===== src/sd_defs.svh =====
`ifndef SD_DEFS_SVH
`define SD_DEFS_SVH

`default_nettype none

// card clock half-periods in clk cycles, clk is 100 MHz

// 100 MHz / (2 * 125) = 400 kHz for identification
`define SD_DIV_SLOW 125

// 100 MHz / (2 * 2) = 25 MHz once the card is ready
`define SD_DIV_FAST 2

// card clocks with cs high before CMD0, the spec asks for at least 74
`define SD_POWERUP_CLKS 80

// card clocks to wait for the response start bit
`define SD_RESP_TIMEOUT 100

// attempts for CMD0 and for each CMD55/ACMD41 pair
`define SD_MAX_RETRY 10

`default_nettype wire

`endif


===== src/sd_pkg.sv =====
`default_nettype none

package sd_pkg;

  // index and argument as picked by the sequencer
  typedef struct packed {
    logic [5:0]  index;
    logic [31:0] arg;
  } sd_cmd_t;

  // 48-bit frame, sent msb first
  typedef struct packed {
    logic [1:0]  start;
    logic [5:0]  index;
    logic [31:0] arg;
    logic [6:0]  crc;
    logic        stop;
  } sd_frame_t;

  // long_resp set means a 40-bit response (R3/R7), else R1 only
  typedef struct packed {
    sd_frame_t frame;
    logic      long_resp;
  } sd_xfer_t;

  // R7, answer to CMD8
  typedef struct packed {
    logic [7:0]  r1;
    logic [3:0]  version;
    logic [15:0] reserved;
    logic [3:0]  voltage;
    logic [7:0]  pattern;
  } sd_r7_t;

  // R3, answer to CMD58
  typedef struct packed {
    logic [7:0]  r1;
    logic [31:0] ocr;
  } sd_r3_t;

  // same 40 bits seen as R7 or R3, a short R1 sits in the top byte
  typedef union packed {
    sd_r7_t r7;
    sd_r3_t r3;
  } sd_resp_u;

  typedef struct packed {
    sd_resp_u resp;
    logic     timeout;
  } sd_result_t;

  typedef enum logic [2:0] {
    FAIL_NONE,
    FAIL_CMD0,
    FAIL_CMD8,
    FAIL_CMD58,
    FAIL_ACMD41
  } sd_fail_t;

endpackage

`default_nettype wire


===== src/sd_cmd_framer.sv =====
`timescale 1ns/1ps
`default_nettype none

module sd_cmd_framer (
  input  wire                clk,
  input  wire                rst,
  input  wire                cmd_valid,
  input  wire sd_pkg::sd_cmd_t cmd,
  input  wire                long_resp,
  output logic               xfer_start,
  output sd_pkg::sd_xfer_t   xfer
);

  // start bits, index and argument, the part covered by the crc
  logic [39:0] head;

  // crc7, generator x^7 + x^3 + 1, msb first
  function automatic logic [6:0] crc7(input logic [39:0] data);
    logic [6:0] c;
    logic       fb;
    c = '0;
    for (int i = 39; i >= 0; i--) begin
      fb = data[i] ^ c[6];
      c = {c[5:0], 1'b0};
      if (fb) begin
        c = c ^ 7'h09;
      end
    end
    return c;
  endfunction

  assign head = {2'b01, cmd.index, cmd.arg};

  // strobe follows cmd_valid by exactly one clk
  always_ff @(posedge clk) begin
    if (rst) begin
      xfer_start <= 1'b0;
    end else begin
      xfer_start <= cmd_valid;
    end
  end

  // frame payload, loaded only on a new command
  always_ff @(posedge clk) begin
    if (cmd_valid) begin
      xfer.frame.start <= 2'b01;
      xfer.frame.index <= cmd.index;
      xfer.frame.arg   <= cmd.arg;
      xfer.frame.crc   <= crc7(head);
      xfer.frame.stop  <= 1'b1;
      xfer.long_resp   <= long_resp;
    end
  end

  // go-idle frame closes with the fixed byte 0x95, crc and end bit together
  a_frame_out: assert property (@(posedge clk) disable iff (rst)
    xfer_start && xfer.frame.index == 6'd0 && xfer.frame.arg == 32'h0000_0000 |->
      {xfer.frame.crc, xfer.frame.stop} == 8'h95);

endmodule

`default_nettype wire


===== src/sd_spi_link.sv =====
`timescale 1ns/1ps
`include "sd_defs.svh"
`default_nettype none

module sd_spi_link (
  input  wire                   clk,
  input  wire                   rst,
  input  wire                   xfer_start,
  input  wire sd_pkg::sd_xfer_t xfer,
  input  wire                   clk_fast,
  output logic                  powered,
  output logic                  xfer_done,
  output sd_pkg::sd_result_t    result,
  output logic                  sd_cclk,
  output logic                  sd_mosi,
  output logic                  sd_cs,
  input  wire                   sd_miso
);

  localparam logic [2:0] ST_PWR  = 3'd0;
  localparam logic [2:0] ST_IDLE = 3'd1;
  localparam logic [2:0] ST_SEND = 3'd2;
  localparam logic [2:0] ST_RESP = 3'd3;
  localparam logic [2:0] ST_END  = 3'd4;

  logic [2:0]  state;
  logic [7:0]  div_cnt;
  logic [7:0]  half;
  logic        tick;
  logic        rise;
  logic        fall;
  logic [6:0]  pwr_cnt;
  logic [5:0]  bit_cnt;
  logic [6:0]  wait_cnt;
  logic [5:0]  rx_cnt;
  logic        started;
  logic        fast_q;
  logic        long_q;
  logic [47:0] tx_sr;
  logic [39:0] rx_sr;

  // power-up always slow, speed latched per transfer
  assign half = (state == ST_PWR || !fast_q) ? 8'(`SD_DIV_SLOW) : 8'(`SD_DIV_FAST);
  // clock parked low while idle
  assign tick = (state != ST_IDLE) && (div_cnt == half - 8'd1);
  assign rise = tick && !sd_cclk;
  assign fall = tick && sd_cclk;

  always_ff @(posedge clk) begin
    if (rst) begin
      state     <= ST_PWR;
      sd_cs     <= 1'b1;
      sd_cclk   <= 1'b0;
      sd_mosi   <= 1'b1;
      div_cnt   <= '0;
      pwr_cnt   <= '0;
      bit_cnt   <= '0;
      wait_cnt  <= '0;
      rx_cnt    <= '0;
      started   <= 1'b0;
      fast_q    <= 1'b0;
      long_q    <= 1'b0;
      powered   <= 1'b0;
      xfer_done <= 1'b0;
    end else begin
      powered   <= 1'b0;
      xfer_done <= 1'b0;
      // card clock divider
      if (state == ST_IDLE) begin
        div_cnt <= '0;
        sd_cclk <= 1'b0;
      end else if (tick) begin
        div_cnt <= '0;
        sd_cclk <= ~sd_cclk;
      end else begin
        div_cnt <= div_cnt + 8'd1;
      end
      case (state)
        ST_PWR: begin
          if (rise) begin
            pwr_cnt <= pwr_cnt + 7'd1;
          end
          // leave on the falling edge after the last power-up clock
          if (fall && pwr_cnt == 7'(`SD_POWERUP_CLKS)) begin
            sd_cs   <= 1'b0;
            powered <= 1'b1;
            state   <= ST_IDLE;
          end
        end
        ST_IDLE: begin
          if (xfer_start) begin
            // first bit goes out before the first rising edge
            tx_sr   <= xfer.frame;
            sd_mosi <= xfer.frame.start[1];
            fast_q  <= clk_fast;
            long_q  <= xfer.long_resp;
            bit_cnt <= '0;
            state   <= ST_SEND;
          end
        end
        ST_SEND: begin
          if (rise) begin
            bit_cnt <= bit_cnt + 6'd1;
          end
          if (fall) begin
            if (bit_cnt == 6'd48) begin
              sd_mosi  <= 1'b1;
              wait_cnt <= '0;
              rx_cnt   <= '0;
              started  <= 1'b0;
              state    <= ST_RESP;
            end else begin
              sd_mosi <= tx_sr[46];
              tx_sr   <= {tx_sr[46:0], 1'b1};
            end
          end
        end
        ST_RESP: begin
          if (rise) begin
            if (started || !sd_miso) begin
              // start bit is the msb of r1
              started <= 1'b1;
              rx_sr   <= {rx_sr[38:0], sd_miso};
              rx_cnt  <= rx_cnt + 6'd1;
              if (rx_cnt == (long_q ? 6'd39 : 6'd7)) begin
                if (long_q) begin
                  result <= {rx_sr[38:0], sd_miso, 1'b0};
                end else begin
                  result <= {rx_sr[6:0], sd_miso, 32'hFFFF_FFFF, 1'b0};
                end
                state <= ST_END;
              end
            end else begin
              wait_cnt <= wait_cnt + 7'd1;
              if (wait_cnt == 7'(`SD_RESP_TIMEOUT - 1)) begin
                // idle line reads as all ones
                result <= {40'hFF_FFFF_FFFF, 1'b1};
                state  <= ST_END;
              end
            end
          end
        end
        ST_END: begin
          // finish with the clock low again
          if (fall) begin
            xfer_done <= 1'b1;
            state     <= ST_IDLE;
          end
        end
        default: begin
          state <= ST_IDLE;
        end
      endcase
    end
  end

  // sequencer must wait for xfer_done before the next command
  a_no_overlap: assert property (@(posedge clk) disable iff (rst)
    xfer_start |-> state == ST_IDLE);

endmodule

`default_nettype wire


===== src/sd_init_seq.sv =====
`timescale 1ns/1ps
`include "sd_defs.svh"
`default_nettype none

module sd_init_seq (
  input  wire                     clk,
  input  wire                     rst,
  input  wire                     powered,
  output logic                    cmd_valid,
  output sd_pkg::sd_cmd_t         cmd,
  output logic                    long_resp,
  input  wire                     xfer_done,
  input  wire sd_pkg::sd_result_t result,
  output logic                    clk_fast,
  output logic                    init_done,
  output logic                    init_error,
  output sd_pkg::sd_fail_t        fail_stage,
  output logic                    card_hc
);

  localparam logic [3:0] S_WAIT_PWR = 4'd0;
  localparam logic [3:0] S_CMD0     = 4'd1;
  localparam logic [3:0] S_CMD8     = 4'd2;
  localparam logic [3:0] S_CMD58A   = 4'd3;
  localparam logic [3:0] S_CMD55    = 4'd4;
  localparam logic [3:0] S_ACMD41   = 4'd5;
  localparam logic [3:0] S_CMD58B   = 4'd6;
  localparam logic [3:0] S_DONE     = 4'd7;
  localparam logic [3:0] S_ERROR    = 4'd8;

  logic [3:0]       state;
  logic             pending;
  logic [3:0]       retry_cnt;
  logic [7:0]       r1;
  sd_pkg::sd_cmd_t  next_cmd;
  logic             next_long;

  assign r1 = result.resp.r7.r1;

  // command belonging to each step
  always_comb begin
    next_cmd  = '0;
    next_long = 1'b0;
    case (state)
      // go idle, crc 0x95 required here
      S_CMD0: next_cmd = '{index: 6'd0, arg: 32'h0000_0000};
      // 2.7-3.6 V and check pattern 0xAA
      S_CMD8: begin
        next_cmd  = '{index: 6'd8, arg: 32'h0000_01AA};
        next_long = 1'b1;
      end
      // read ocr
      S_CMD58A, S_CMD58B: begin
        next_cmd  = '{index: 6'd58, arg: 32'h0000_0000};
        next_long = 1'b1;
      end
      S_CMD55: next_cmd = '{index: 6'd55, arg: 32'h0000_0000};
      // hcs set
      S_ACMD41: next_cmd = '{index: 6'd41, arg: 32'h4000_0000};
      default: next_cmd = '0;
    endcase
  end

  always_ff @(posedge clk) begin
    if (rst) begin
      state      <= S_WAIT_PWR;
      pending    <= 1'b0;
      retry_cnt  <= '0;
      cmd_valid  <= 1'b0;
      clk_fast   <= 1'b0;
      init_done  <= 1'b0;
      init_error <= 1'b0;
      fail_stage <= sd_pkg::FAIL_NONE;
      card_hc    <= 1'b0;
    end else begin
      cmd_valid <= 1'b0;
      if (state == S_WAIT_PWR) begin
        if (powered) begin
          state <= S_CMD0;
        end
      end else if (state != S_DONE && state != S_ERROR && !pending) begin
        // one command in flight at a time
        cmd_valid <= 1'b1;
        cmd       <= next_cmd;
        long_resp <= next_long;
        pending   <= 1'b1;
      end else if (pending && xfer_done) begin
        pending <= 1'b0;
        case (state)
          S_CMD0: begin
            if (!result.timeout && r1 == 8'h01) begin
              retry_cnt <= '0;
              state     <= S_CMD8;
            end else if (retry_cnt == 4'(`SD_MAX_RETRY - 1)) begin
              init_error <= 1'b1;
              fail_stage <= sd_pkg::FAIL_CMD0;
              state      <= S_ERROR;
            end else begin
              retry_cnt <= retry_cnt + 4'd1;
            end
          end
          S_CMD8: begin
            // 0x05 is illegal command, a v1 card
            if (!result.timeout && (r1 == 8'h05 || (r1 == 8'h01 &&
                result.resp.r7.voltage == 4'h1 && result.resp.r7.pattern == 8'hAA))) begin
              state <= S_CMD58A;
            end else begin
              init_error <= 1'b1;
              fail_stage <= sd_pkg::FAIL_CMD8;
              state      <= S_ERROR;
            end
          end
          S_CMD58A, S_CMD58B: begin
            if (result.timeout) begin
              init_error <= 1'b1;
              fail_stage <= sd_pkg::FAIL_CMD58;
              state      <= S_ERROR;
            end else if (state == S_CMD58A) begin
              retry_cnt <= '0;
              state     <= S_CMD55;
            end else begin
              // ccs, valid now that the card is powered up
              card_hc   <= result.resp.r3.ocr[30];
              init_done <= 1'b1;
              state     <= S_DONE;
            end
          end
          S_CMD55: begin
            // idle or ready both fine here
            if (!result.timeout && r1[7:1] == 7'd0) begin
              state <= S_ACMD41;
            end else begin
              init_error <= 1'b1;
              fail_stage <= sd_pkg::FAIL_ACMD41;
              state      <= S_ERROR;
            end
          end
          S_ACMD41: begin
            if (!result.timeout && r1 == 8'h00) begin
              // card ready, rest runs fast
              clk_fast <= 1'b1;
              state    <= S_CMD58B;
            end else if (!result.timeout && r1 == 8'h01 &&
                         retry_cnt != 4'(`SD_MAX_RETRY - 1)) begin
              retry_cnt <= retry_cnt + 4'd1;
              state     <= S_CMD55;
            end else begin
              init_error <= 1'b1;
              fail_stage <= sd_pkg::FAIL_ACMD41;
              state      <= S_ERROR;
            end
          end
          default: begin
            state <= S_ERROR;
          end
        endcase
      end
    end
  end

  a_one_outcome: assert property (@(posedge clk) disable iff (rst)
    !(init_done && init_error));

endmodule

`default_nettype wire


===== src/sd_spi_init.sv =====
`timescale 1ns/1ps
`default_nettype none

module sd_spi_init (
  input  wire              clk,
  input  wire              rst,
  output logic             sd_cclk,
  output logic             sd_mosi,
  output logic             sd_cs,
  input  wire              sd_miso,
  output logic             init_done,
  output logic             init_error,
  output sd_pkg::sd_fail_t fail_stage,
  output logic             card_hc
);

  // sequencer to framer
  logic               cmd_valid;
  sd_pkg::sd_cmd_t    cmd;
  logic               long_resp;
  // framer to link
  logic               xfer_start;
  sd_pkg::sd_xfer_t   xfer;
  // link back to sequencer
  logic               powered;
  logic               xfer_done;
  sd_pkg::sd_result_t result;
  logic               clk_fast;

  sd_init_seq sd_init_seq_i (
    .clk        (clk),
    .rst        (rst),
    .powered    (powered),
    .cmd_valid  (cmd_valid),
    .cmd        (cmd),
    .long_resp  (long_resp),
    .xfer_done  (xfer_done),
    .result     (result),
    .clk_fast   (clk_fast),
    .init_done  (init_done),
    .init_error (init_error),
    .fail_stage (fail_stage),
    .card_hc    (card_hc)
  );

  sd_cmd_framer sd_cmd_framer_i (
    .clk        (clk),
    .rst        (rst),
    .cmd_valid  (cmd_valid),
    .cmd        (cmd),
    .long_resp  (long_resp),
    .xfer_start (xfer_start),
    .xfer       (xfer)
  );

  sd_spi_link sd_spi_link_i (
    .clk        (clk),
    .rst        (rst),
    .xfer_start (xfer_start),
    .xfer       (xfer),
    .clk_fast   (clk_fast),
    .powered    (powered),
    .xfer_done  (xfer_done),
    .result     (result),
    .sd_cclk    (sd_cclk),
    .sd_mosi    (sd_mosi),
    .sd_cs      (sd_cs),
    .sd_miso    (sd_miso)
  );

endmodule

`default_nettype wire


===== config.mk =====
export PLATFORM = sky130hd
export DESIGN_NAME = sd_spi_init
export DESIGN_NICKNAME = d
export VERILOG_FILES = /design/src/sd_pkg.sv /design/src/sd_cmd_framer.sv /design/src/sd_spi_link.sv /design/src/sd_init_seq.sv /design/src/sd_spi_init.sv
export VERILOG_INCLUDE_DIRS = /design/src /design/src/src
export SDC_FILE = /design/constraint.sdc
export NUM_CORES = 1
export LEC_CHECK = 0
export ABC_AREA = 1
export BUFFER_PORTS_ARGS = -buffer_cell sky130_fd_sc_hd__buf_4
export CORE_MARGIN = 10
export CORE_UTILIZATION = 55
export DETAILED_ROUTE_END_ITERATION = 8
export GPL_TIMING_DRIVEN = 0
export PLACE_DENSITY = 0.68
export SYNTH_ARGS = -nofsm -noshare
export SYNTH_HDL_FRONTEND = slang
export SYNTH_HIERARCHICAL = 1
export SYNTH_SLANG_ARGS = --single-unit
export TNS_END_PERCENT = 20

===== constraint.sdc =====
create_clock -name clk -period 6 [get_ports clk]
set_clock_uncertainty 0.1 [all_clocks]
set_input_delay 0.6 -clock clk [delete_from_list [all_inputs] [get_ports clk]]
set_output_delay 0.6 -clock clk [all_outputs]
set_load 0.1 [all_outputs]

# == Yosys cells after proc, flatten, opt, wreduce, memory -nomap -nowiden ==
# Index checks and enable logic that the tools add are counted.
# totals
register_bits,275
# classes
muxes,163
add_sub_neg,7
n_eq_ne,51
bitwise,85
n_reduce_logical,58
# op_table
cell,count
2-to-1 mux 7 bit,44
2-to-1 mux 4 bit,56
2-to-1 mux 41 bit,4
case mux 38 bit (4 select lines),1
2-to-1 mux 47 bit,3
case mux 47 bit (2 select lines),1
NOT 2 bit,39
2-to-1 mux 3 bit,16
2-to-1 mux 6 bit,7
bitwise XOR 1 bit,38
case mux 3 bit (5 select lines),2
AND reduction 5 bit,5
!= test 2 x 1 -> 1 bit (second input constant),12
case mux 6 bit (2 select lines),2
!= test 2 bit (second input constant),11
2-to-1 mux 1 bit,20
case mux 4 bit (5 select lines),1
adder 7 x 1 -> 7 bit (second input constant),2
equality test 7 bit (second input constant),2
logical AND 1 bit,14
case mux 7 bit (2 select lines),1
adder 6 x 1 -> 6 bit (second input constant),2
equality test 4 x 3 -> 1 bit (second input constant),3
case mux 4 bit (3 select lines),1
other kinds (43),77

# == Logic depth before layout (Yosys ltp) ==
# Gate-level depths: netlist of run 1.
# depth
word_depth,117
depth_mapped,27

# == By module ==
# Netlist of run 1, hierarchy kept.
# by_module_without_submodules
module,area_per_inst_um2,n_inst,cells_per_inst
sd_spi_link,7203.2,1,728
sd_cmd_framer,2785.2,1,345
sd_init_seq,1709.1,1,251

# == Worst setup path before layout of run 1 ==
# No wires, ideal clock.
# synth_timing
kind,register -> register
start,register sd_spi_link_i.sd_cclk
end,register sd_spi_link_i.tx_sr[0] (enable)
n_path_buf,0
arrival_ns,4.813
synth_period_minus_slack_ns,5.423
setup_ns,0.510
setup_slack_ns,0.577
required_ns,5.390
path_stages_with_launch,5
path_cell_list,dfxtp_1 -> nand4_2 -> nand2_1 -> o21ai_0 -> nor3_1
# synth_between
elab_chain_len,3
# synth_lines
item,line_no,text
start: declaration,sd_spi_link.sv:14,"output logic sd_cclk,"
start signal: assignment,sd_spi_link.sv:74,sd_cclk <= ~sd_cclk;
logical AND 1 bit,sd_spi_link.sv:47,assign fall = tick && sd_cclk;
!= test 2 x 1 -> 1 bit (no source line),-,
AND reduction 5 bit (no source line),-,
end signal: assignment,sd_spi_link.sv:93,tx_sr <= xfer.frame;
end signal: assignment,sd_spi_link.sv:114,"tx_sr <= {tx_sr[46:0], 1'b1};"
end: declaration,sd_spi_link.sv:39,logic [47:0] tx_sr;
# Every way passes these cells.
# A chain may end at the register's enable or synchronous reset.

# == Worst setup path after layout of run 1 ==
# layout_timing
start,register sd_spi_link_i.state[2]
end,register sd_spi_link_i.tx_sr[29] (enable)
# layout_between
elab_chain_len,9
elab_cells_between_ends,15
classes_between,1 x add/sub; 7 x eq/ne; 1 x mux; 6 x reduce/logical
# layout_lines
item,line_no,text
start: declaration,sd_spi_link.sv:26,logic [2:0] state;
start signal: assignment,sd_spi_link.sv:51,state <= ST_PWR;
start signal: assignment,sd_spi_link.sv:87,state <= ST_IDLE;
start signal: assignment,sd_spi_link.sv:98,state <= ST_SEND;
logical NOT 3 bit,sd_spi_link.sv:43,assign half = (state == ST_PWR || !fast_q) ? 8'(`SD_DIV_SLOW) : 8'(`SD_DIV_FAST);
logical OR 1 bit,sd_spi_link.sv:43,
2-to-1 mux 7 bit,sd_spi_link.sv:43,
subtractor 8 x 1 -> 8 bit,sd_spi_link.sv:45,assign tick = (state != ST_IDLE) && (div_cnt == half - 8'd1);
equality test 8 bit,sd_spi_link.sv:45,
logical AND 1 bit,sd_spi_link.sv:45,
logical AND 1 bit,sd_spi_link.sv:47,
!= test 2 x 1 -> 1 bit (no source line),-,
AND reduction 5 bit (no source line) (*),-,
# Mark *: on every way between the ends. The rest lies on a longest branch, timed or not.

==> impl_metrics.py, run 1 <==
metrics = {
    "worst_setup_path": {
        "path_cells": "inv_2 -> nand2_1 -> nor2_1 -> nor3_2 -> nand4_2 -> nand2_1 -> o21ai_0 -> nor3_2 -> buf_6 -> buf_6",
        "critPathLaunchType": "register",
        "arrival_ns": 3.14,
        "cp_slowest_cell": "nor3_2",
        "max_stage_delay_ns": 0.50,
        "critPathRequiredTime_ns": 6.11,
        "critPathCaptureType": "register",
        "critical_path_class": "reg2reg",
        "worstReg2RegEnd": "sd_spi_link_i/tx_sr[29]$_DFFE_PP_",
        "worstPathMaxFanout": 11,
        "r2r-start": "sd_spi_link_i/state[2]$_SDFFE_PP0P_",
        "r2r_setup_slack_ns": 2.97,
        "rr_worst_depth": 10,
    },
    "global_route": {
        "track_usage_pct": 16.24,
        "grt_pass1_vias": 7593,
        "grt_overflow": 0,
        "grt_antenna_before_repair": 0,
        "grt_pass1_wl_um": 35890,
        "grt_max_degree": 34,
    },
    "sta": {
        "hold_violations": 0,
        "rsz0062_at_grt": "false",
        "slew_headroom_pct": 52.61,
        "fmaxAchievable_mhz": 329.9,
        "worstMarginPinSlew_ns": 0.7082,
        "slew_viol_final": 0,
        "fin_setup_tns_ns": 0,
        "finalCritPeriodShare_pct": 50.52,
        "timing.final.crit_period_ns": 3.031,
        "finalSetupViolations": 0,
    },
    "power_and_ir_drop": {
        "irDropWorstVdd_uv": 259.3,
        "power.leakage_nw": 5.174,
        "p_sw_share_pct": 21.72,
        "power_density_nw_per_um2": 272.8,
        "seqPwrFrac_pct": 48.9,
        "p_sw_uw": 736.7,
        "power.internal_mw": 2.656,
        "p_clk_share_pct": 44.5,
        "power.share.combinational_pct": 6.6,
    },
    "hold_path": {
        "min_to": "sd_spi_link_i/rx_sr[0]$_DFFE_PP_",
        "min_from": "sd_miso",
        "hold_depth": 1,
        "hp-class": "in2reg",
    },
    "outcome": {
        "status": "finished clean",
    },
    "route": {
        "wl_per_cell_um": 13.04,
        "via_per_inst": 4.977,
        "drt_iter0_drc": 534,
        "ant_nets": 0,
        "routed_wl_um": 21120,
        "route.detailed.drc": 0,
        "drt_pass1_iterations": 5,
        "vias": 8057,
    },
    "cells_and_area": {
        "finish.utilization_pct": 63.69,
        "num_antenna_cells": 0,
        "areaGrowthSynthToFinish_pct": 13.26,
        "fillers": 1693,
        "finalNetCount": 1348,
        "final_area_um2": 12440,
        "post_route_cells_drive_above_1_share_pct": 14.62,
    },
    "floorplan": {
        "die_h_um": 161.3,
        "ios": 12,
        "die_area_um2": 26020,
        "die_w_um": 161.3,
        "row_count": 51,
        "start_util_pct": 56.23,
        "coreArea_um2": 19530,
    },
    "clock_tree": {
        "post-cts-setup-buffers": 0,
        "clockBufferDepth": 3,
        "clock-sinks": 225,
        "clock_latency_ns": 0.53,
        "clkSlewWorstSetupHoldPaths_ns": 0.06,
        "cts.hold.buffers_added": 0,
        "cts.repair.resized": 0,
        "cts_max_level": 1,
        "cts_tree": "done",
        "cts_buffers": 24,
        "cts_root_buffer": "clkbuf_16",
    },
    "synth": {
        "synth_area_um2": 10980,
        "synthCells": 1266,
        "avgSynthCellArea_um2": 8.673,
        "yosysWarnings": 6,
    },
    "placement": {
        "gp_congestion": 0.8743,
        "place_hpwl_um": 14880,
        "dpl_cell_area_um2": 11620,
        "io_buffers": 11,
    },
    "run": {
        "maxCapViolations": 0,
    },
}
-- worst max path at each step --
| stage | cells past startpoint | start | end |
|---|---|---|---|
| 2_1_floorplan | 4 | sd_spi_link_i/sd_cclk$_SDFFE_PP0N_ | sd_spi_link_i/tx_sr[0]$_SDFFCE_PP1P_ |
| 3_3_place_gp | 8 | sd_spi_link_i/state[2]$_SDFFE_PP0P_ | sd_spi_link_i/tx_sr[28]$_DFFE_PP_ |
| 3_5_place_dp | 10 | sd_spi_link_i/state[2]$_SDFFE_PP0P_ | sd_spi_link_i/tx_sr[28]$_DFFE_PP_ |
| 4_1_cts | 10 | sd_spi_link_i/state[2]$_SDFFE_PP0P_ | sd_spi_link_i/tx_sr[29]$_DFFE_PP_ |
| 5_1_grt | 10 | sd_spi_link_i/state[2]$_SDFFE_PP0P_ | sd_spi_link_i/tx_sr[22]$_DFFE_PP_ |
| 6_report | 10 | sd_spi_link_i/state[2]$_SDFFE_PP0P_ | sd_spi_link_i/tx_sr[29]$_DFFE_PP_ |
-- registers in the layout (all words and copies together), names as in the netlist, 3 cells and up --
| register | count |
|---|---|
| sd_spi_link_i/pwr_cnt | 7 |
| sd_spi_link_i/wait_cnt | 7 |
| sd_spi_link_i/result | 22 |
| sd_init_seq_i/cmd | 7 |
| sd_spi_link_i/rx_sr | 39 |
| sd_init_seq_i/fail_stage | 3 |
| sd_spi_link_i/rx_cnt | 6 |
| sd_spi_link_i/tx_sr | 47 |
| sd_init_seq_i/retry_cnt | 4 |
| sd_init_seq_i/state | 4 |
| sd_cmd_framer_i/xfer | 46 |
| sd_spi_link_i/bit_cnt | 6 |
| sd_spi_link_i/div_cnt | 8 |
| sd_spi_link_i/state | 3 |
-- per-stage QoR --
| step | cells | worst slack (ns) | hold WS, ns | total power, mW |
|---|---|---|---|---|
| floorplan | 1292 | 0.5766 | 0.3003 | 1.875 |
| global placement | 1568 | -1.127 | 0.3035 | 1.905 |
| detailed placement | 1575 | 3.021 | 0.3057 | 1.910 |
| CTS | 1619 | 2.969 | 0.1412 | 3.427 |
| global route | 1619 | 2.750 | 0.1399 | 3.528 |
| finish | 1619 | 2.969 | 0.1608 | 3.392 |
-- placed cells by master, fill, tap and decap left out, drive strengths merged, types with 5 or more instances in the layout --
cell / instances
a21oi: 50
buf: 57
clkbuf: 52
clkinv: 6
conb: 29
dfxtp: 63
edfxtp: 162
ha: 9
inv: 145
nand2: 464
nand3: 101
nand3b: 11
nand4: 22
nor2: 102
nor3: 12
o21ai: 25
or2: 5
xnor2: 5
xor2: 16
-- area by class of cell --
cell class / instances / area (µm²) / area share [%]
plain buffers: 58 / 355.3 / 2.857
inverters: 144 / 540.5 / 4.346
multi-input cells: 865 / 4071 / 32.74
clock inverters: 11 / 146.4 / 1.177
flip-flops and latches: 225 / 6127 / 49.27
clock buffers: 33 / 674.4 / 5.423
well taps: 265 / 331.6 / 2.666
repair buffers: 18 / 190.2 / 1.529
-- power by group through the flow --
stage	combinational, mW	sequential, mW	clock [mW]
floorplan	0.183	1.69	0
global placement	0.212	1.69	0
detailed placement	0.217	1.69	0
CTS	0.218	1.66	1.55
global route	0.256	1.66	1.61
finish	0.222	1.66	1.51
-- critical path: cells and delay by family (launching register included) --
kind	cells	cell delay (ns)
compound gates	1	0.16
buf+inv	3	0.49
flops	1	0.39
simple gates	6	1.56
-- layer usage --
| layer | up-vias | track usage, % | wire length (µm) |
|---|---|---|---|
| met2 | 146 | 26.58 | 9503 |
| met5 | - | 0 | 0 |
| met4 | 0 | 3.598 | 262 |
| met3 | 25 | 2.669 | 990 |
| met1 | 3690 | 22.22 | 10360 |
| li1 | 4196 | - | - |
Note: power is estimated with default switching activity, not from simulation.
==> run 2: changes to the inputs <==
--- a/config.mk
+++ b/config.mk
@@ -6,7 +6,7 @@
 export SDC_FILE = /design/constraint.sdc
 export NUM_CORES = 1
 export LEC_CHECK = 0
-export ABC_AREA = 1
+export ABC_AREA = 0
 export BUFFER_PORTS_ARGS = -buffer_cell sky130_fd_sc_hd__buf_4
 export CORE_MARGIN = 10
 export CORE_UTILIZATION = 55
==> constraint.sdc (replaced) <==
create_clock -name clk -period 3 [get_ports clk]
set_clock_uncertainty 0.1 [all_clocks]
set_input_delay 0.3 -clock clk [delete_from_list [all_inputs] [get_ports clk]]
set_output_delay 0.3 -clock clk [all_outputs]
set_load 0.1 [all_outputs]
==> run 2 against run 1 <==
Worst hold slack gained 0.15 ns. Sequential power is 100% higher. Maximum frequency is 6.9% higher. Wire length down 9.7%. Critical path depth unchanged. Register-to-register slack got worse by 2.8 ns. Sequential share of layout area up 2.4 points. Via count down 20%. Final area is 4.7% lower. Critical path type unchanged. Critical endpoint is now sd_spi_link_i/tx_sr[0]$_SDFFCE_PP1P_.
==> impl_metrics.py, run 2 <==
metrics = {
    "cells_and_area": {
        "seq_area_um2": 6127,
        "layout_common_cells": "nand2_1 (179), edfxtp_1 (162), dfxtp_1 (62)",
        "reg.largest.list": "sd_spi_link_i/tx_sr: 47 flops, sd_cmd_framer_i/xfer: 46 flops, sd_spi_link_i/rx_sr: 39 flops",
        "layout_commonest_cell": "nand2_1",
        "multiInputGateArea_um2": 3832,
        "num_antenna_cells": 0,
        "final_area_um2": 11850,
        "post_route_cells_drive_above_1_share_pct": 15.10,
        "largest_reg_flops": 47,
        "areaGrowthSynthToFinish_pct": 15.82,
        "finalNetCount": 974,
        "fillers": 1404,
        "regMostFlops": "sd_spi_link_i/tx_sr",
    },
    "worst_setup_path": {
        "r2r-start": "sd_spi_link_i/div_cnt[4]$_SDFF_PP0_",
        "max_stage_delay_ns": 0.42,
        "worstPathMaxFanout": 10,
        "critPathLaunchType": "register",
        "critPathLaunch": "sd_spi_link_i/div_cnt[4]$_SDFF_PP0_",
        "critPathRequiredTime_ns": 3.12,
        "critPathBufInv": 4,
        "critical_path_class": "reg2reg",
        "worst_path_dominant_cell_family": "buffers and inverters",
        "critPathCaptureType": "register",
        "cp_slowest_cell": "dfxtp_1",
        "arrival_ns": 2.96,
        "path_cells": "nand3_2 -> nor4_2 -> o22a_2 -> buf_2 -> o21a_1 -> buf_2 -> nand4_1 -> buf_4 -> a21oi_4 -> buf_4",
    },
    "global_route": {
        "use_met2_pct": 27.36,
        "track_usage_pct": 15.57,
        "grt_util_met1_pct": 19.85,
        "grt_pass1_wl_um": 31220,
        "globalRouteMet3Util_pct": 2.248,
        "grt_max_degree": 30,
        "busiest_layer": "met2",
        "grt_overflow": 0,
        "grt_pass1_vias": 6210,
        "grt_antenna_before_repair": 0,
    },
    "hold_path": {
        "min_from": "sd_spi_link_i/rx_sr[13]$_DFFE_PP_",
        "hp-class": "reg2reg",
    },
    "power_and_ir_drop": {
        "power_density_nw_per_um2": 595.7,
        "fin_total_pwr_mw": 7.061,
        "power.leakage_nw": 4.433,
        "irDropWorstVdd_uv": 564.2,
    },
    "sta": {
        "fin_setup_tns_ns": 0,
        "fmaxAchievable_mhz": 352.5,
        "finalSetupViolations": 0,
        "rsz0062_at_grt": "false",
        "timing.final.crit_period_ns": 2.837,
        "slew_viol_final": 0,
        "worstMarginPinSlew_ns": 0.9715,
        "hold_violations": 0,
        "setup_slack_ns": 0.1634,
        "finalCritPeriodShare_pct": 94.55,
        "slew_headroom_pct": 34.69,
    },
    "route": {
        "ant_nets": 0,
        "vias": 6459,
        "drt_pass1_iterations": 5,
        "drt_iter0_drc": 350,
        "wl_per_cell_um": 15.77,
        "route.detailed.drc": 0,
        "via_per_inst": 5.342,
        "routed_wl_um": 19070,
    },
    "floorplan": {
        "die_h_um": 156.4,
        "coreArea_um2": 18150,
        "die_w_um": 156.4,
        "row_count": 49,
        "die_area_um2": 24470,
        "ios": 12,
        "start_util_pct": 56.40,
    },
    "placement": {
        "place_hpwl_um": 12960,
        "gp_congestion": 0.9089,
        "dp_slack_ns": -0.4054,
        "io_buffers": 11,
        "dpl_cell_area_um2": 10820,
    },
    "run": {
        "maxCapViolations": 0,
    },
    "synth": {
        "synth_area_um2": 10230,
        "avgSynthCellArea_um2": 11.66,
        "yosysWarnings": 6,
        "synthCells": 878,
    },
    "clock_tree": {
        "cts_root_buffer": "clkbuf_16",
        "cts_buffers": 24,
        "cts_max_level": 1,
        "clock-sinks": 225,
        "clkSlewWorstSetupHoldPaths_ns": 0.06,
        "clockBufferDepth": 3,
        "clock_latency_ns": 0.51,
        "cts_tree": "done",
    },
    "outcome": {
        "status": "finished clean",
    },
}
[run 2: path summary, 6_finish.rpt]
kind | endpoint | depth (start not counted) | slack, ns
setup / recovery | sd_spi_link_i/tx_sr[0]$_SDFFCE_PP1P_ | 10 | 0.16
hold / removal | sd_spi_link_i/rx_sr[14]$_DFFE_PP_ | 0 | 0.31
setup reg to reg | sd_spi_link_i/tx_sr[0]$_SDFFCE_PP1P_ | 10 | 0.16
hold reg to reg | sd_spi_link_i/rx_sr[14]$_DFFE_PP_ | 0 | 0.31
[run 2: routing by layer]
layer	up-vias	share of wire (%)
met3	27	3.3
met1	3070	45
li1	3252	-
met2	110	50
met5	-	0
met4	0	1.8
[run 2: cell type report]
| type | instances | area share (%) |
|---|---|---|
| flip-flops and latches | 225 | 51.69 |
| multi-input cells | 595 | 32.33 |
| clock buffers | 34 | 5.826 |
| plain buffers | 66 | 3.304 |
| well taps | 229 | 2.417 |
| repair buffers | 31 | 2.343 |
| clock inverters | 10 | 1.488 |
| inverters | 19 | 0.6016 |
[run 2: where the power goes]
part	switching [mW]	internal, mW	total [mW]
logic	0.256	0.280	0.536
clock network	1.14	2.03	3.17
registers	0.00854	3.35	3.36
[run 2: worst register-to-register path: stages (launching register included)]
cell     delay [ns]
dfxtp_1        0.42
nand3_2        0.21
nor4_2         0.31
o22a_2         0.17
buf_2          0.22
o21a_1         0.13
buf_2          0.22
nand4_1        0.20
buf_4          0.24
a21oi_4        0.14
buf_4          0.18
[run 2: timing repair]
action,CTS,global route
endpoints found under the hold margin,3,0
hold buffers,2,0
buffers inserted,2,11
pin swaps,2,3
setup endpoints to repair,80,74
gates cloned,1,0
resized for setup,4,1
[run 2: metrics by stage]
stage | cells | hold WS [ns] | utilization [%]
after floorplan | 904 | 0.2716 | -
after global placement | 1144 | 0.3040 | 59.26
after detailed placement | 1148 | 0.3045 | 59.65
after CTS | 1197 | 0.3156 | 64.77
after global routing | 1209 | 0.3138 | 65.32
final | 1209 | 0.3120 | 65.32
==> run 3: changes to the inputs <==
--- a/config.mk
+++ b/config.mk
@@ -12,7 +12,7 @@
 export CORE_UTILIZATION = 55
 export DETAILED_ROUTE_END_ITERATION = 8
 export GPL_TIMING_DRIVEN = 0
-export PLACE_DENSITY = 0.68
+export PLACE_DENSITY = 0.71
 export SYNTH_ARGS = -nofsm -noshare
 export SYNTH_HDL_FRONTEND = slang
 export SYNTH_HIERARCHICAL = 1
==> constraint.sdc (replaced) <==
create_clock -name clk -period 2.45 [get_ports clk]
set_clock_uncertainty 0.1 [all_clocks]
set_input_delay 0.245 -clock clk [delete_from_list [all_inputs] [get_ports clk]]
set_output_delay 0.245 -clock clk [all_outputs]
set_load 0.1 [all_outputs]
==> run 3 against run 2 <==
The run now ends with negative setup slack left. Wire length is 11% higher. Clock power is 14% higher. Non-clock buffer count is 35 higher. Worst hold slack better by 0.0070 ns. Critical path depth is 2 lower. Die area stayed put. Maximum frequency is 4.7% higher. Largest power group unchanged. Highest routed layer unchanged.
==> impl_metrics.py, run 3 (synthesized netlist as in run 2, its figures left out) <==
metrics = {
    "route": {
        "drt_iter0_drc": 376,
        "met1_length_um": 9054,
        "route.detailed.drc": 0,
        "dr_wl_met3_um": 887,
        "ant_nets": 0,
        "via_per_inst": 5.459,
        "highest_layer": "met4",
        "wl_per_cell_um": 17.00,
        "wl_met2_um": 10590,
        "drt_pass1_iterations": 5,
        "routed_wl_um": 21170,
        "vias": 6797,
    },
    "floorplan": {
        "start_util_pct": 56.40,
        "row_count": 49,
        "die_w_um": 156.4,
        "coreArea_um2": 18150,
        "die_h_um": 156.4,
        "die_area_um2": 24470,
        "ios": 12,
    },
    "worst_setup_path": {
        "critPathRequiredTime_ns": 2.60,
        "arrival_ns": 2.86,
        "critical_path_class": "reg2reg",
        "critPathCaptureType": "register",
        "worstPathMaxFanout": 4,
        "rr_worst_depth": 8,
        "critPathLaunchType": "register",
    },
    "sta": {
        "rsz0062_at_grt": "true",
        "slew_headroom_pct": 37.75,
        "worstMarginPinSlew_ns": 0.9261,
        "hold_violations": 0,
        "slew_viol_final": 0,
        "finalSetupViolations": 29,
        "fmaxAchievable_mhz": 369.1,
        "finalCritPeriodShare_pct": 110.6,
        "timing.final.crit_period_ns": 2.710,
        "setup_slack_ns": -0.2596,
    },
    "global_route": {
        "grt_overflow": 0,
        "track_usage_pct": 16.87,
        "grt_antenna_before_repair": 1,
        "grt_pass1_vias": 6563,
        "grt_pass1_wl_um": 33530,
        "grt_max_degree": 34,
    },
    "outcome": {
        "status": "finished with violations",
        "violations": "negative setup slack",
    },
    "power_and_ir_drop": {
        "power.leakage_nw": 4.722,
        "fin_total_pwr_mw": 8.558,
        "power_density_nw_per_um2": 683.9,
        "irDropWorstVdd_uv": 654.6,
    },
    "cells_and_area": {
        "finish.utilization_pct": 68.95,
        "fillers": 1269,
        "largest_reg_flops": 47,
        "regMostFlops": "sd_spi_link_i/tx_sr",
        "layout_commonest_cell": "nand2_1",
        "final_area_um2": 12510,
        "finalNetCount": 1010,
        "areaGrowthSynthToFinish_pct": 22.26,
        "reg.largest.list": "sd_spi_link_i/tx_sr: 47 flops, sd_cmd_framer_i/xfer: 46 flops, sd_spi_link_i/rx_sr: 39 flops",
        "layout_common_cells": "nand2_1 (178), edfxtp_1 (162), buf_4 (86)",
        "post_route_cells_drive_above_1_share_pct": 23.25,
    },
    "clock_tree": {
        "clockBufferDepth": 3,
        "cts_tree": "done",
        "clock-sinks": 225,
        "clock_latency_ns": 0.51,
        "cts_max_level": 1,
        "clkSlewWorstSetupHoldPaths_ns": 0.06,
        "cts_root_buffer": "clkbuf_16",
        "cts_buffers": 24,
    },
    "placement": {
        "gp_congestion": 0.8779,
        "io_buffers": 11,
        "dpl_cell_area_um2": 10830,
        "dp_slack_ns": -0.8720,
        "place_hpwl_um": 13080,
    },
    "run": {
        "maxCapViolations": 0,
    },
    "hold_path": {
        "hold_depth": 0,
        "hp-class": "reg2reg",
    },
}
## run 3: path summary, 6_finish.rpt
check	endpoint	slack (ns)	from
setup reg to reg	sd_cmd_framer_i/xfer[7]$_DFFE_PP_	-0.26	sd_init_seq_i/cmd[36]$_DFFE_PP_
setup / recovery	sd_cmd_framer_i/xfer[7]$_DFFE_PP_	-0.26	sd_init_seq_i/cmd[36]$_DFFE_PP_
hold reg to reg	sd_spi_link_i/rx_sr[20]$_DFFE_PP_	0.32	sd_spi_link_i/rx_sr[19]$_DFFE_PP_
hold / removal	sd_spi_link_i/rx_sr[20]$_DFFE_PP_	0.32	sd_spi_link_i/rx_sr[19]$_DFFE_PP_
## run 3: final cells by class
cell class	count	area, µm²	share of cell area [%]
Antenna cell	1	2.502	0.02000
Sequential cell	225	6140	49.06
Multi-Input combinational cell	596	4154	33.20
Buffer	64	397.9	3.180
Timing Repair Buffer	68	665.6	5.319
Inverter	19	71.32	0.5699
Clock buffer	28	636.9	5.089
Clock inverter	15	158.9	1.270
Tap cell	229	286.5	2.290
## run 3: metrics by stage
step,cells,hold WS [ns],TNS [ns]
floorplan,904,0.2166,-64.95
finish,1245,0.3191,-1.589
CTS,1220,0.3185,-5.764
global placement,1144,0.3039,-124.41
global route,1245,0.3389,-6.463
detailed placement,1148,0.3045,-66.18
## run 3: power breakdown
part / switching (mW) / internal [mW] / total [mW]
clock network: 1.44 / 2.18 / 3.62
logic: 0.385 / 0.450 / 0.835
registers: 0.0116 / 4.10 / 4.11
## run 3: what timing repair did
action	CTS	global route
gates cloned	5	0
hold buffers	2	0
resized for setup	36	39
buffers inserted	24	24
setup endpoints to repair	146	139
pin swaps	16	18
hold endpoints to repair	5	0
## run 3: worst max-delay path, cell delays in order (launching register included)
cell and delay, ns:
edfxtp_1 0.46, buf_6 0.17, xnor3_2 0.42, xnor2_4 0.27, xor2_2 0.20, xnor2_2 0.14, buf_6 0.16, xor2_2 0.12
xnor3_1 0.41
## run 3: metal layers
layer  vias up  GRT usage (%)
li1       3316              -
met1      3276          21.09
met2       159          28.44
met3        46          2.878
met4         0          7.101
met5         -              0
